==> config.mk <==
export PLATFORM = sky130hd
export DESIGN_NAME = multiCycleCtrl
export DESIGN_NICKNAME = d
export VERILOG_FILES = /design/src/design/ctrlPkg.sv /design/src/design/decodeIf.sv /design/src/design/instrDecoder.sv /design/src/design/ctrlSequencer.sv /design/src/design/datapathCtrl.sv /design/src/design/trapCtrl.sv /design/src/design/multiCycleCtrl.sv
export VERILOG_INCLUDE_DIRS = /design/src /design/src/design
export SDC_FILE = /design/constraint.sdc
export NUM_CORES = 1
export LEC_CHECK = 0
export BUFFER_PORTS_ARGS = -buffer_cell sky130_fd_sc_hd__buf_2
export CORE_MARGIN = 3
export CORE_UTILIZATION = 49
export DETAILED_ROUTE_END_ITERATION = 8
export PLACE_DENSITY = 0.8
export SETUP_SLACK_MARGIN = 0.5
export SYNTH_ARGS = -nofsm -noshare
export SYNTH_HDL_FRONTEND = slang
export SYNTH_SLANG_ARGS = --single-unit
==> constraint.sdc <==
create_clock -name PClk -period 4.8 [get_ports PClk]
set_input_delay 1.44 -clock PClk [delete_from_list [all_inputs] [get_ports PClk]]
set_output_delay 1.44 -clock PClk [all_outputs]
set_load 0.01 [all_outputs]
==> src/design/ctrl_cfg.svh <==
`ifndef CtrlCfgSvh
`define CtrlCfgSvh

// Opcodes
`define OpRType    6'b000000
`define OpSpecial  6'b111111
`define OpLb       6'b100000
`define OpLbs      6'b100001
`define OpLh       6'b100010
`define OpLhs      6'b100011
`define OpLw       6'b100100
`define OpSb       6'b100101
`define OpSh       6'b100110
`define OpSw       6'b100111
`define OpAddi     6'b001000
`define OpAddiu    6'b001001
`define OpSlti     6'b001010
`define OpSltiu    6'b001011
`define OpAndi     6'b001100
`define OpOri      6'b001101
`define OpXori     6'b001110
`define OpLui      6'b001111
`define OpBeq      6'b110000
`define OpBgez     6'b110001
`define OpBgtz     6'b110010
`define OpBltz     6'b110011
`define OpBlez     6'b110100
`define OpBne      6'b110101
`define OpJ        6'b101000
`define OpJal      6'b101001
`define OpJr       6'b101010
`define OpJalr     6'b101011

`define FnBreak    6'b000001 // under OpSpecial
`define FnSyscall  6'b000010

`define AluB       4'd0
`define AluAddu    4'd1
`define AluAdd     4'd2
`define AluSubu    4'd3
`define AluSub     4'd4
`define AluAnd     4'd5
`define AluOr      4'd6
`define AluNor     4'd7
`define AluXor     4'd8
`define AluSltu    4'd9
`define AluSlt     4'd10
`define AluSlet    4'd11
`define AluLu      4'd12

`define RegDstRt   2'b00
`define RegDstRd   2'b01
`define RegDstRa   2'b11
`define RfSrcAlu   2'b00
`define RfSrcMdr   2'b01
`define RfSrcPc    2'b11
`define SrcAPc     1'b0
`define SrcAReg    1'b1
`define SrcBReg    2'b00
`define SrcBFour   2'b01
`define SrcBImm    2'b10
`define SrcBFourImm 2'b11
`define PcSrcPc4    3'b001
`define PcSrcBranch 3'b010
`define PcSrcJump   3'b011
`define PcSrcExc    3'b100
`define PcSrcInt    3'b101
`define PcSrcReg    3'b111

// Access size from decoder, then byte lanes
`define SizeByte   2'b00
`define SizeHalf   2'b01
`define SizeWord   2'b10
`define BeByte     4'b0001
`define BeHalf     4'b0011
`define BeWord     4'b1111

`define ExcInt      5'd0
`define ExcSyscall  5'd8
`define ExcBreak    5'd9
`define ExcIllegal  5'd10
`define ExcOverflow 5'd12

`endif

==> src/design/ctrlPkg.sv <==
package ctrlPkg;

	typedef struct packed
	{
		logic [5:0] op;
		logic [4:0] rs;
		logic [4:0] rt;
		logic [4:0] rd;
		logic [4:0] shamt;
		logic [5:0] funct;
	} rTypeT;

	typedef struct packed
	{
		logic [5:0] op;
		logic [4:0] rs;
		logic [4:0] rt;
		logic [15:0] imm;
	} iTypeT;

	// Same instruction word, two field layouts
	typedef union packed
	{
		rTypeT r;
		iTypeT i;
	} instrWordT;

	typedef enum logic [12:0]
	{
		Fetch     = 13'h0001,
		Decode    = 13'h0002,
		MemAddr   = 13'h0004,
		MemRead   = 13'h0008,
		MemWrite  = 13'h0010,
		WriteBack = 13'h0020,
		ExecR     = 13'h0040,
		REnd      = 13'h0080,
		ExecI     = 13'h0100,
		IEnd      = 13'h0200,
		Branch    = 13'h0400,
		Jump      = 13'h0800,
		Trap      = 13'h1000
	} ctrlStateT;

	typedef enum logic [3:0]
	{
		ClsNop,
		ClsMem,
		ClsR,
		ClsI,
		ClsBranch,
		ClsJump,
		ClsSyscall,
		ClsBreak,
		ClsIllegal
	} instrClassT;

endpackage

==> src/design/decodeIf.sv <==
interface decodeIf import ctrlPkg::*; ();

	instrClassT instrClass;
	logic [3:0] aluOp;    // for ExecR, ExecI and Branch
	logic       isStore;
	logic [1:0] memSize;
	logic       memSigned;
	logic       branchOnZero; // taken when AluZero high
	logic       jumpReg;
	logic       jumpLink;
	logic       linkRd;       // jalr writes rd, not ra

	modport decoder (output instrClass, aluOp, isStore, memSize, memSigned,
		branchOnZero, jumpReg, jumpLink, linkRd);

	modport consumer (input instrClass, aluOp, isStore, memSize, memSigned,
		branchOnZero, jumpReg, jumpLink, linkRd);

endinterface

==> src/design/instrDecoder.sv <==
`include "ctrl_cfg.svh"

module instrDecoder import ctrlPkg::*;
(
	input instrWordT Instr,
	decodeIf.decoder dec
);

	always_comb
	begin
		dec.instrClass = ClsIllegal;
		dec.aluOp = `AluAddu;
		dec.isStore = 1'b0;
		dec.memSize = `SizeWord;
		dec.memSigned = 1'b0;
		dec.branchOnZero = 1'b0;
		dec.jumpReg = 1'b0;
		dec.jumpLink = 1'b0;
		dec.linkRd = 1'b0;
		if (Instr == '0)
			dec.instrClass = ClsNop;
		else
		begin
			case (Instr.i.op)
				`OpRType:
					if (Instr.r.funct inside {[6'd1:6'd12]})
					begin
						dec.instrClass = ClsR;
						dec.aluOp = Instr.r.funct[3:0]; // funct doubles as ALU op
					end
				`OpAddi, `OpAddiu, `OpSlti, `OpSltiu, `OpAndi, `OpOri, `OpXori, `OpLui:
				begin
					dec.instrClass = ClsI;
					case (Instr.i.op)
						`OpAddi:  dec.aluOp = `AluAdd;
						`OpAddiu: dec.aluOp = `AluAddu;
						`OpSlti:  dec.aluOp = `AluSlt;
						`OpSltiu: dec.aluOp = `AluSltu;
						`OpAndi:  dec.aluOp = `AluAnd;
						`OpOri:   dec.aluOp = `AluOr;
						`OpXori:  dec.aluOp = `AluXor;
						default:  dec.aluOp = `AluLu;
					endcase
				end
				`OpLb, `OpLbs, `OpLh, `OpLhs, `OpLw, `OpSb, `OpSh, `OpSw:
				begin
					dec.instrClass = ClsMem;
					dec.isStore = Instr.i.op inside {`OpSb, `OpSh, `OpSw};
					dec.memSigned = Instr.i.op inside {`OpLbs, `OpLhs};
					if (Instr.i.op inside {`OpLb, `OpLbs, `OpSb})
						dec.memSize = `SizeByte;
					else if (Instr.i.op inside {`OpLh, `OpLhs, `OpSh})
						dec.memSize = `SizeHalf;
				end
				`OpBeq, `OpBgez, `OpBgtz, `OpBltz, `OpBlez, `OpBne:
				begin
					dec.instrClass = ClsBranch;
					dec.branchOnZero = Instr.i.op inside {`OpBeq, `OpBgez, `OpBgtz};
					if (Instr.i.op inside {`OpBeq, `OpBne})
						dec.aluOp = `AluSubu;
					else if (Instr.i.op inside {`OpBgtz, `OpBlez})
						dec.aluOp = `AluSlet;
					else
						dec.aluOp = `AluSlt;
				end
				`OpJ, `OpJal, `OpJr, `OpJalr:
				begin
					dec.instrClass = ClsJump;
					dec.jumpReg = Instr.i.op inside {`OpJr, `OpJalr};
					dec.jumpLink = Instr.i.op inside {`OpJal, `OpJalr};
					dec.linkRd = (Instr.i.op == `OpJalr);
				end
				`OpSpecial:
					if (Instr.r.funct == `FnSyscall)
						dec.instrClass = ClsSyscall;
					else if (Instr.r.funct == `FnBreak)
						dec.instrClass = ClsBreak;
				default: ; // old coprocessor class lands here too
			endcase
		end
	end

endmodule

==> src/design/ctrlSequencer.sv <==
module ctrlSequencer import ctrlPkg::*;
(
	input  logic      PClk,
	input  logic      Reset,
	input  logic      MemReady,
	input  logic      trapReq,
	decodeIf.consumer dec,
	output ctrlStateT state
);

	ctrlStateT nextState;

	always_ff @(posedge PClk or posedge Reset)
	begin
		if (Reset)
			state <= Fetch;
		else
			state <= nextState;
	end

	always_comb
	begin
		nextState = Fetch;
		case (state)
			Fetch:
				nextState = MemReady ? Decode : Fetch;
			Decode:
			begin
				if (trapReq)
					nextState = Trap; // syscall, break, illegal
				else
				begin
					case (dec.instrClass)
						ClsMem:    nextState = MemAddr;
						ClsR:      nextState = ExecR;
						ClsI:      nextState = ExecI;
						ClsBranch: nextState = Branch;
						ClsJump:   nextState = Jump;
						default:   nextState = Fetch;
					endcase
				end
			end
			MemAddr:
				nextState = dec.isStore ? MemWrite : MemRead;
			MemRead:
				nextState = MemReady ? WriteBack : MemRead;
			MemWrite:
				nextState = MemReady ? Fetch : MemWrite;
			WriteBack:
				nextState = Fetch;
			ExecR:
				nextState = REnd;
			ExecI:
				nextState = IEnd;
			REnd, IEnd, Branch, Jump:
				nextState = trapReq ? Trap : Fetch;
			Trap:
				nextState = Fetch;
			default:
				nextState = Fetch;
		endcase
	end

endmodule

==> src/design/datapathCtrl.sv <==
`include "ctrl_cfg.svh"

module datapathCtrl import ctrlPkg::*;
(
	input  ctrlStateT  state,
	decodeIf.consumer  dec,
	input  logic       MemReady,
	input  logic       AluZero,
	input  logic       trapIsInt,
	output logic       PcWrite,
	output logic [2:0] PcSource,
	output logic       IrWrite,
	output logic       RegWrite,
	output logic [1:0] RegDst,
	output logic [1:0] RfSource,
	output logic [3:0] AluOp,
	output logic       AluSrcA,
	output logic [1:0] AluSrcB,
	output logic       IorD,
	output logic       MemRw,
	output logic       MemSign,
	output logic [3:0] ByteEn
);

	logic [3:0] accessBe;

	always_comb
	begin
		case (dec.memSize)
			`SizeByte: accessBe = `BeByte;
			`SizeHalf: accessBe = `BeHalf;
			default:   accessBe = `BeWord;
		endcase
	end

	always_comb
	begin
		PcWrite = 1'b0;
		PcSource = '0;
		IrWrite = 1'b0;
		RegWrite = 1'b0;
		RegDst = '0;
		RfSource = '0;
		AluOp = '0;
		AluSrcA = 1'b0;
		AluSrcB = '0;
		IorD = 1'b0;
		MemRw = 1'b0;
		MemSign = 1'b0;
		ByteEn = '0;
		case (state)
			Fetch:
			begin
				ByteEn = `BeWord;
				AluSrcA = `SrcAPc;
				AluSrcB = `SrcBFour; // PC + 4
				AluOp = `AluAddu;
				PcSource = `PcSrcPc4;
				IrWrite = MemReady;
				PcWrite = MemReady; // only once the word arrives
			end
			Decode:
			begin
				AluSrcA = `SrcAPc;
				AluSrcB = `SrcBFourImm; // branch target ahead of time
				AluOp = `AluAdd;
			end
			MemAddr:
			begin
				AluSrcA = `SrcAReg;
				AluSrcB = `SrcBImm;
				AluOp = `AluAdd;
			end
			MemRead, MemWrite:
			begin
				IorD = 1'b1;
				ByteEn = accessBe;
				MemRw = (state == MemWrite);
				MemSign = (state == MemRead) && dec.memSigned;
			end
			WriteBack:
			begin
				RegWrite = 1'b1;
				RegDst = `RegDstRt;
				RfSource = `RfSrcMdr;
			end
			ExecR, ExecI:
			begin
				AluSrcA = `SrcAReg;
				AluSrcB = (state == ExecR) ? `SrcBReg : `SrcBImm;
				AluOp = dec.aluOp;
			end
			REnd, IEnd:
			begin
				RegWrite = 1'b1;
				RfSource = `RfSrcAlu;
				RegDst = (state == REnd) ? `RegDstRd : `RegDstRt;
			end
			Branch:
			begin
				AluSrcA = `SrcAReg;
				AluSrcB = `SrcBReg;
				AluOp = dec.aluOp;
				PcSource = `PcSrcBranch;
				PcWrite = (AluZero == dec.branchOnZero);
			end
			Jump:
			begin
				PcWrite = 1'b1;
				PcSource = dec.jumpReg ? `PcSrcReg : `PcSrcJump;
				if (dec.jumpLink)
				begin
					RegWrite = 1'b1;
					RfSource = `RfSrcPc;
					RegDst = dec.linkRd ? `RegDstRd : `RegDstRa;
				end
			end
			Trap:
			begin
				PcWrite = 1'b1;
				PcSource = trapIsInt ? `PcSrcInt : `PcSrcExc;
			end
			default: ;
		endcase
	end

endmodule

==> src/design/trapCtrl.sv <==
`include "ctrl_cfg.svh"

module trapCtrl import ctrlPkg::*;
(
	input  logic       PClk,
	input  logic       Reset,
	input  ctrlStateT  state,
	decodeIf.consumer  dec,
	input  logic       AluOverflow,
	input  logic       ExtInt,
	input  logic       IE,
	output logic       trapReq,
	output logic       trapIsInt,
	output logic       Cp0Write,
	output logic       Exception,
	output logic [4:0] ExCode
);

	logic [4:0] cause;
	logic [4:0] causeNext;

	// Decode traps win over overflow, overflow over interrupt
	always_comb
	begin
		trapReq = 1'b0;
		causeNext = `ExcInt;
		if (state == Decode && dec.instrClass inside {ClsSyscall, ClsBreak, ClsIllegal})
		begin
			trapReq = 1'b1;
			case (dec.instrClass)
				ClsSyscall: causeNext = `ExcSyscall;
				ClsBreak:   causeNext = `ExcBreak;
				default:    causeNext = `ExcIllegal;
			endcase
		end
		else if ((state == REnd || state == IEnd) && AluOverflow && IE)
		begin
			trapReq = 1'b1;
			causeNext = `ExcOverflow;
		end
		else if (state inside {REnd, IEnd, Branch, Jump} && ExtInt && IE)
			trapReq = 1'b1;
	end

	always_ff @(posedge PClk or posedge Reset)
	begin
		if (Reset)
			cause <= `ExcInt;
		else if (trapReq)
			cause <= causeNext;
	end

	assign Exception = (state == Trap);
	assign Cp0Write = (state == Trap); // EPC and cause capture
	assign ExCode = (state == Trap) ? cause : 5'd0;
	assign trapIsInt = (state == Trap) && (cause == `ExcInt);

endmodule

==> src/design/multiCycleCtrl.sv <==
module multiCycleCtrl import ctrlPkg::*;
(
	input  logic        PClk,
	input  logic        Reset,
	input  logic [31:0] Instr,
	input  logic        AluZero,
	input  logic        AluOverflow,
	input  logic        MemReady,
	input  logic        ExtInt,
	input  logic        IE,
	output logic        PcWrite,
	output logic [2:0]  PcSource,
	output logic        IrWrite,
	output logic        RegWrite,
	output logic [1:0]  RegDst,
	output logic [1:0]  RfSource,
	output logic [3:0]  AluOp,
	output logic        AluSrcA,
	output logic [1:0]  AluSrcB,
	output logic        IorD,
	output logic        MemRw,
	output logic        MemSign,
	output logic [3:0]  ByteEn,
	output logic        Cp0Write,
	output logic        Exception,
	output logic [4:0]  ExCode
);

	ctrlStateT state;
	logic trapReq;
	logic trapIsInt;

	decodeIf decBus();

	instrDecoder decoder (.Instr(Instr), .dec(decBus.decoder));

	ctrlSequencer sequencer (.PClk(PClk), .Reset(Reset), .MemReady(MemReady),
		.trapReq(trapReq), .dec(decBus.consumer), .state(state));

	datapathCtrl datapath (.state(state), .dec(decBus.consumer), .MemReady(MemReady),
		.AluZero(AluZero), .trapIsInt(trapIsInt), .PcWrite(PcWrite), .PcSource(PcSource),
		.IrWrite(IrWrite), .RegWrite(RegWrite), .RegDst(RegDst), .RfSource(RfSource),
		.AluOp(AluOp), .AluSrcA(AluSrcA), .AluSrcB(AluSrcB), .IorD(IorD), .MemRw(MemRw),
		.MemSign(MemSign), .ByteEn(ByteEn));

	trapCtrl traps (.PClk(PClk), .Reset(Reset), .state(state), .dec(decBus.consumer),
		.AluOverflow(AluOverflow), .ExtInt(ExtInt), .IE(IE), .trapReq(trapReq),
		.trapIsInt(trapIsInt), .Cp0Write(Cp0Write), .Exception(Exception), .ExCode(ExCode));

endmodule

# [After elaboration in Yosys (flattened, before gate mapping)]
# Cells that the tools add are included.
[op_classes] muxes=64 magnitude_cmp=2 n_eq_ne=52 n_reduce_logical=37
[op_table] operator="equality test 6 bit, second input constant" count=19
[op_table] operator="one-hot mux 13 bit (8 select lines)" count=1
[op_table] operator="one-hot mux 12 bit (5 select lines)" count=1
[op_table] operator="equality test 6 x 4 -> 1 bit, second input constant" count=8
[op_table] operator="zero test 32 bit" count=1
[op_table] operator="two-way mux 4 bit" count=8
[op_table] operator="one-hot mux 4 bit (7 select lines)" count=1
[op_table] operator="two-way mux 13 bit" count=2
[op_table] operator="two-way mux 1 bit" count=24
[op_table] operator="one-hot mux 4 bit (3 select lines)" count=2
[op_table] operator="one-hot mux 4 bit (6 select lines)" count=1
[op_table] operator="two-way mux 5 bit" count=4
[op_table] operator="two-way mux 2 bit" count=9
[op_table] operator="equality test 4 x 3 -> 1 bit, second input constant" count=4
[op_table] operator="one-hot mux 4 bit (2 select lines)" count=2
[op_table] operator="OR reduction 8 bit" count=2
[op_table] operator="nonzero test 3 bit" count=5
[op_table] operator="equality test 13 x 1 -> 1 bit, second input constant" count=1
[op_table] operator="equality test 13 x 10 -> 1 bit, second input constant" count=1
[op_table] operator="equality test 13 x 11 -> 1 bit, second input constant" count=1
[op_table] operator="equality test 13 x 12 -> 1 bit, second input constant" count=1
[op_table] operator="equality test 13 bit, second input constant" count=1
[op_table] operator="equality test 13 x 2 -> 1 bit, second input constant" count=1
[op_table] operator="equality test 13 x 3 -> 1 bit, second input constant" count=1
[op_table] operator="33 further kinds" count=54
[word_totals] output_inout_bits=31 register_bits=18 elab_cells=157

# [Depth between registers and ports, before layout]
[logic_depth] depth_word=11 depth_mapped=7

# [Hierarchy]
# From an unflattened synthesis, not the netlist that was laid out.
[unflattened] cells_unflattened=303 area_unflattened_um2=2270.9
[by_module_without_submodules] mod="ctrlSequencer" cells_each=79 seq_area_each_um2=326.6 area_per_inst_um2=772.0 instances=1
[by_module_without_submodules] mod="datapathCtrl" cells_each=85 seq_area_each_um2=0.0 area_per_inst_um2=584.3 instances=1
[by_module_without_submodules] mod="instrDecoder" cells_each=89 seq_area_each_um2=0.0 area_per_inst_um2=496.7 instances=1
[by_module_without_submodules] mod="trapCtrl" cells_each=50 seq_area_each_um2=100.1 area_per_inst_um2=417.9 instances=1

# [Worst setup path before layout]
# OpenSTA, ideal clock, no wires.
[synth_path] path_type="input port to output port" from="input Instr[26]" to="output AluOp[1]" setup_slack_ps=485 path_stages=5 t_arrival_ps=2875 path_buffers=0 required_time_ps=3360 cell_sequence="or4_4 or3_4 nor3_4 or3b_1 o21ai_1"
[synth_via] elab_chain_cells=5
[synth_lines] element="start: declaration" line="multiCycleCtrl.sv:5" source="input logic [31:0] Instr,"
[synth_lines] element="equality test 6 x 4 -> 1 bit (tied with other cells)" line="instrDecoder.sv:24, instrDecoder.sv:34"
[synth_lines] element="one-hot mux 4 bit (7 select lines) (tied with other cells)" line="instrDecoder.sv:34" source="case (Instr.i.op)"
[synth_lines] element="one-hot mux 4 bit (3 select lines)" line="instrDecoder.sv:24" source="case (Instr.i.op)"
[synth_lines] element="two-way mux 4 bit (*)" line="instrDecoder.sv:20" source="if (Instr == '0)"
[synth_lines] element="one-hot mux 4 bit (3 select lines) (*)" line="datapathCtrl.sv:51" source="case (state)"
[synth_lines] element="end: declaration" line="multiCycleCtrl.sv:17" source="output logic [3:0] AluOp,"
# Every way passes the cells marked *; elsewhere a longest branch is shown, timed or not.

# [Worst setup path in the final report]
# Ends and elaborated chain as after synthesis.

==> impl_metrics.env <==
export IMPL_synth_top_cells_by_count="sky130_fd_sc_hd__nand2_1, sky130_fd_sc_hd__nor2_1, sky130_fd_sc_hd__dfrtp_1, sky130_fd_sc_hd__o21ai_0, sky130_fd_sc_hd__nor3_1"
export IMPL_postRouteAntennaNets=0
export IMPL_end_kind="output pin"
export IMPL_detailedPlacementHpwl_mm=3.91
export IMPL_synth_fp_nets=283
export IMPL_nNetsFinal=354
export IMPL_first_pass_grt_wire_length_mm=8.47
export IMPL_num_vias=2150
export IMPL_ys_warn_count=0
export IMPL_clkTransAtPathRegs_ns=0.06
export IMPL_finish_instance_area_mm2=0.00234
export IMPL_setup_worst_path_end="AluOp[1]"
export IMPL_worst_hold_path_type="reg -> reg"
export IMPL_crit_start="Instr[26]"
export IMPL_tns_ns=0
export IMPL_syn_instance_count=244
export IMPL_cts_root_to_sink_buffers=2
export IMPL_die_w_um=66.7
export IMPL_postSynth_topFlopCell="sky130_fd_sc_hd__dfrtp_1"
export IMPL_cp_start_kind="primary input"
export IMPL_crit_path_max_fanout=3
export IMPL_synthMostInstantiatedCell="sky130_fd_sc_hd__nand2_1"
export IMPL_insertion_delay_ns=0.25
export IMPL_start_util=0.524
export IMPL_timing_final_max_slew_violations=0
export IMPL_global_route_usage_met3=0.0337
export IMPL_wl_per_cell_um=14.9
export IMPL_met2_usage=0.403
export IMPL_p_leak_nw=1.10
export IMPL_via_per_inst=5.97
export IMPL_final_layout_size_suffix_gt1_frac=0.338
export IMPL_global_route_peak_usage_layer="met2"
export IMPL_cts_root_buf="sky130_fd_sc_hd__clkbuf_8"
export IMPL_maxSlewHeadroom=0.460
export IMPL_hold_viol_final=0
export IMPL_met1_usage=0.330
export IMPL_outcome="finished, final reports clean"
export IMPL_synth_ff_latch_count=17
export IMPL_power_per_cell_area_mw_per_mm2=262
export IMPL_maxCapViolations=0
export IMPL_port_buffers=68
export IMPL_reg2reg_from="sequencer.state[7]"
export IMPL_die_height_um=66.7
export IMPL_global_route_usage_total=0.240
export IMPL_syn_mean_instance_area_um2=7.39
export IMPL_synthToLayoutAreaGrowth_pct=29.7
export IMPL_clock_sinks=17
export IMPL_rsz0062_at_grt="true"
export IMPL_skew_ns=0.00419
export IMPL_floorplan_io_pins=70
export IMPL_rr_endpoint="sequencer.state[0]"
export IMPL_cts_buffers=3
export IMPL_grt_overflow_total=0
export IMPL_synthDominantAreaCellType="sky130_fd_sc_hd__dfrtp_1"
export IMPL_grt_pass1_vias=1846
export IMPL_timing_fmax_mhz=227
export IMPL_worst_r2r_setup_slack_ns=2.35
export IMPL_antenna_cells_inserted=0
export IMPL_timing_final_crit_period_ns=4.41
export IMPL_cts_htree_levels=1
export IMPL_routed_wirelength_mm=5.37
export IMPL_worst_ep_arrival_time_ns=2.97
export IMPL_detailed_place_area_mm2=0.00218
export IMPL_ir_drop_v=0.000119
export IMPL_async_reset_ff_frac=1.00
export IMPL_yosysUniqueCellTypes=59
export IMPL_detail_route_drc_violations=0
export IMPL_netlist_top_cells_area="sky130_fd_sc_hd__dfrtp_1, sky130_fd_sc_hd__nor4_1, sky130_fd_sc_hd__o21ai_0"
export IMPL_synth_edff_count=0
export IMPL_setup_viol=0
export IMPL_rr_worst_depth=5
export IMPL_timing_setup_critical_path_class="in -> out"
export IMPL_core_region_area_mm2=0.00344
export IMPL_worst_ep_required_time_ns=3.36
export IMPL_detail_route_iter0_violations=226
export IMPL_worst_slew_pin_slew_ns=0.804
export IMPL_netlist_area_leader_share=0.222
export IMPL_dieArea_mm2=0.00445
export IMPL_antenna_found_initial=0
export IMPL_grt_start_max_net_pins=22
export IMPL_whs_ns=0.534
export IMPL_post_route_period_util=0.919
export IMPL_cts_tree="built"
export IMPL_sequential_cell_area_fraction_in_the_yosys_report=0.236
export IMPL_gpl_congestion=0.895
export IMPL_num_rows=21
export IMPL_drtPass1Iterations=5
export IMPL_post_synth_instance_area_mm2=0.00180
-- what timing repair did --
item	4_1_cts	5_1_grt
resized for setup	8	9
hold buffers	0	0
endpoints found under the setup margin	5	8
setup buffers	3	4
pin swaps	3	2
-- stage by stage --
stage	std cells	worst slack, ns	utilization	power [mW]
floorplan	244	0.553	-	0.394
global route	360	0.283	0.680	0.658
global placement	349	0.292	0.634	0.495
CTS	356	0.378	0.661	0.609
detailed placement	349	0.293	0.634	0.498
finish	360	0.387	0.680	0.614
-- cell type report --
class / count / area, um^2
Multi-Input combinational cell: 198 / 1290
Inverter: 13 / 48.8
Sequential cell: 17 / 427
Timing Repair Buffer: 82 / 473
Clock inverter: 1 / 5.00
Tap cell: 46 / 57.6
Clock buffer: 3 / 41.3
Fill cell: 308 / 1100
-- critical path, stage by stage --
cell                      delay (ns)
sky130_fd_sc_hd__buf_6          0.09
sky130_fd_sc_hd__or4_4          0.54
sky130_fd_sc_hd__or3_4          0.38
sky130_fd_sc_hd__nor3_4         0.14
sky130_fd_sc_hd__or3b_4         0.17
sky130_fd_sc_hd__o21ai_1        0.06
sky130_fd_sc_hd__buf_2          0.14
-- per-layer routing --
| metal | up-vias | part of all wire |
|---|---|---|
| li1 | 1062 | - |
| met1 | 989 | 0.42 |
| met2 | 93 | 0.49 |
| met3 | 6 | 0.079 |
| met4 | 0 | 0.0075 |
| met5 | - | 0 |
-- logic make-up after synthesis --
| group | Yosys count | synth area share |
|---|---|---|
| AO/OA/AOI/OAI | 60 | 0.237 |
| other | 1 | 0.00208 |
| AND/OR/NAND/NOR | 130 | 0.423 |
| XOR/XNOR | 7 | 0.0340 |
| flip-flops | 17 | 0.236 |
| buffers and inverters | 29 | 0.0673 |
-- flip-flops by register name, summed over array words and instances (netlist names) --
signal and flops:
sequencer.state 13, traps.cause 4
-- report_power, final --
group / internal, mW / leakage, nW / switching, mW
Combinational: 0.130 / 0.845 / 0.185
Clock: 0.0576 / 0.0255 / 0.0494
Sequential: 0.167 / 0.225 / 0.0254
Total: 0.355 / 1.10 / 0.259
-- cell usage in the layout (no fill, tap or decap), types with 5 or more instances in the layout --
cell                       Yosys  routed
sky130_fd_sc_hd__a211oi_1      6       5
sky130_fd_sc_hd__nor4_1       12      11
sky130_fd_sc_hd__inv_1        13      13
sky130_fd_sc_hd__o21ai_0      15      14
sky130_fd_sc_hd__buf_2         1      63
sky130_fd_sc_hd__nor2b_1       6       6
sky130_fd_sc_hd__nand4_1       5       5
sky130_fd_sc_hd__nand2_1      19      19
sky130_fd_sc_hd__buf_4         3      15
sky130_fd_sc_hd__dfrtp_1      16      16
sky130_fd_sc_hd__a21oi_1       7       6
sky130_fd_sc_hd__nor3_1       14      13
sky130_fd_sc_hd__xor2_1        6       6
sky130_fd_sc_hd__nand3_1       9       9
sky130_fd_sc_hd__nor2_1       18      17
sky130_fd_sc_hd__nand2b_1     10      10
-- worst min-delay path by stage --
stage	startpoint	to	slack, ns	depth (start not counted)
global route	traps.cause[3]	traps.cause[3]	0.55	2
floorplan	traps.cause[3]	traps.cause[3]	0.48	2
global placement	traps.cause[3]	traps.cause[3]	0.51	2
detailed placement	traps.cause[3]	traps.cause[3]	0.52	2
CTS	traps.cause[3]	traps.cause[3]	0.53	2
finish	traps.cause[3]	traps.cause[3]	0.53	2
Note: power is estimated with default switching activity, not from simulation.
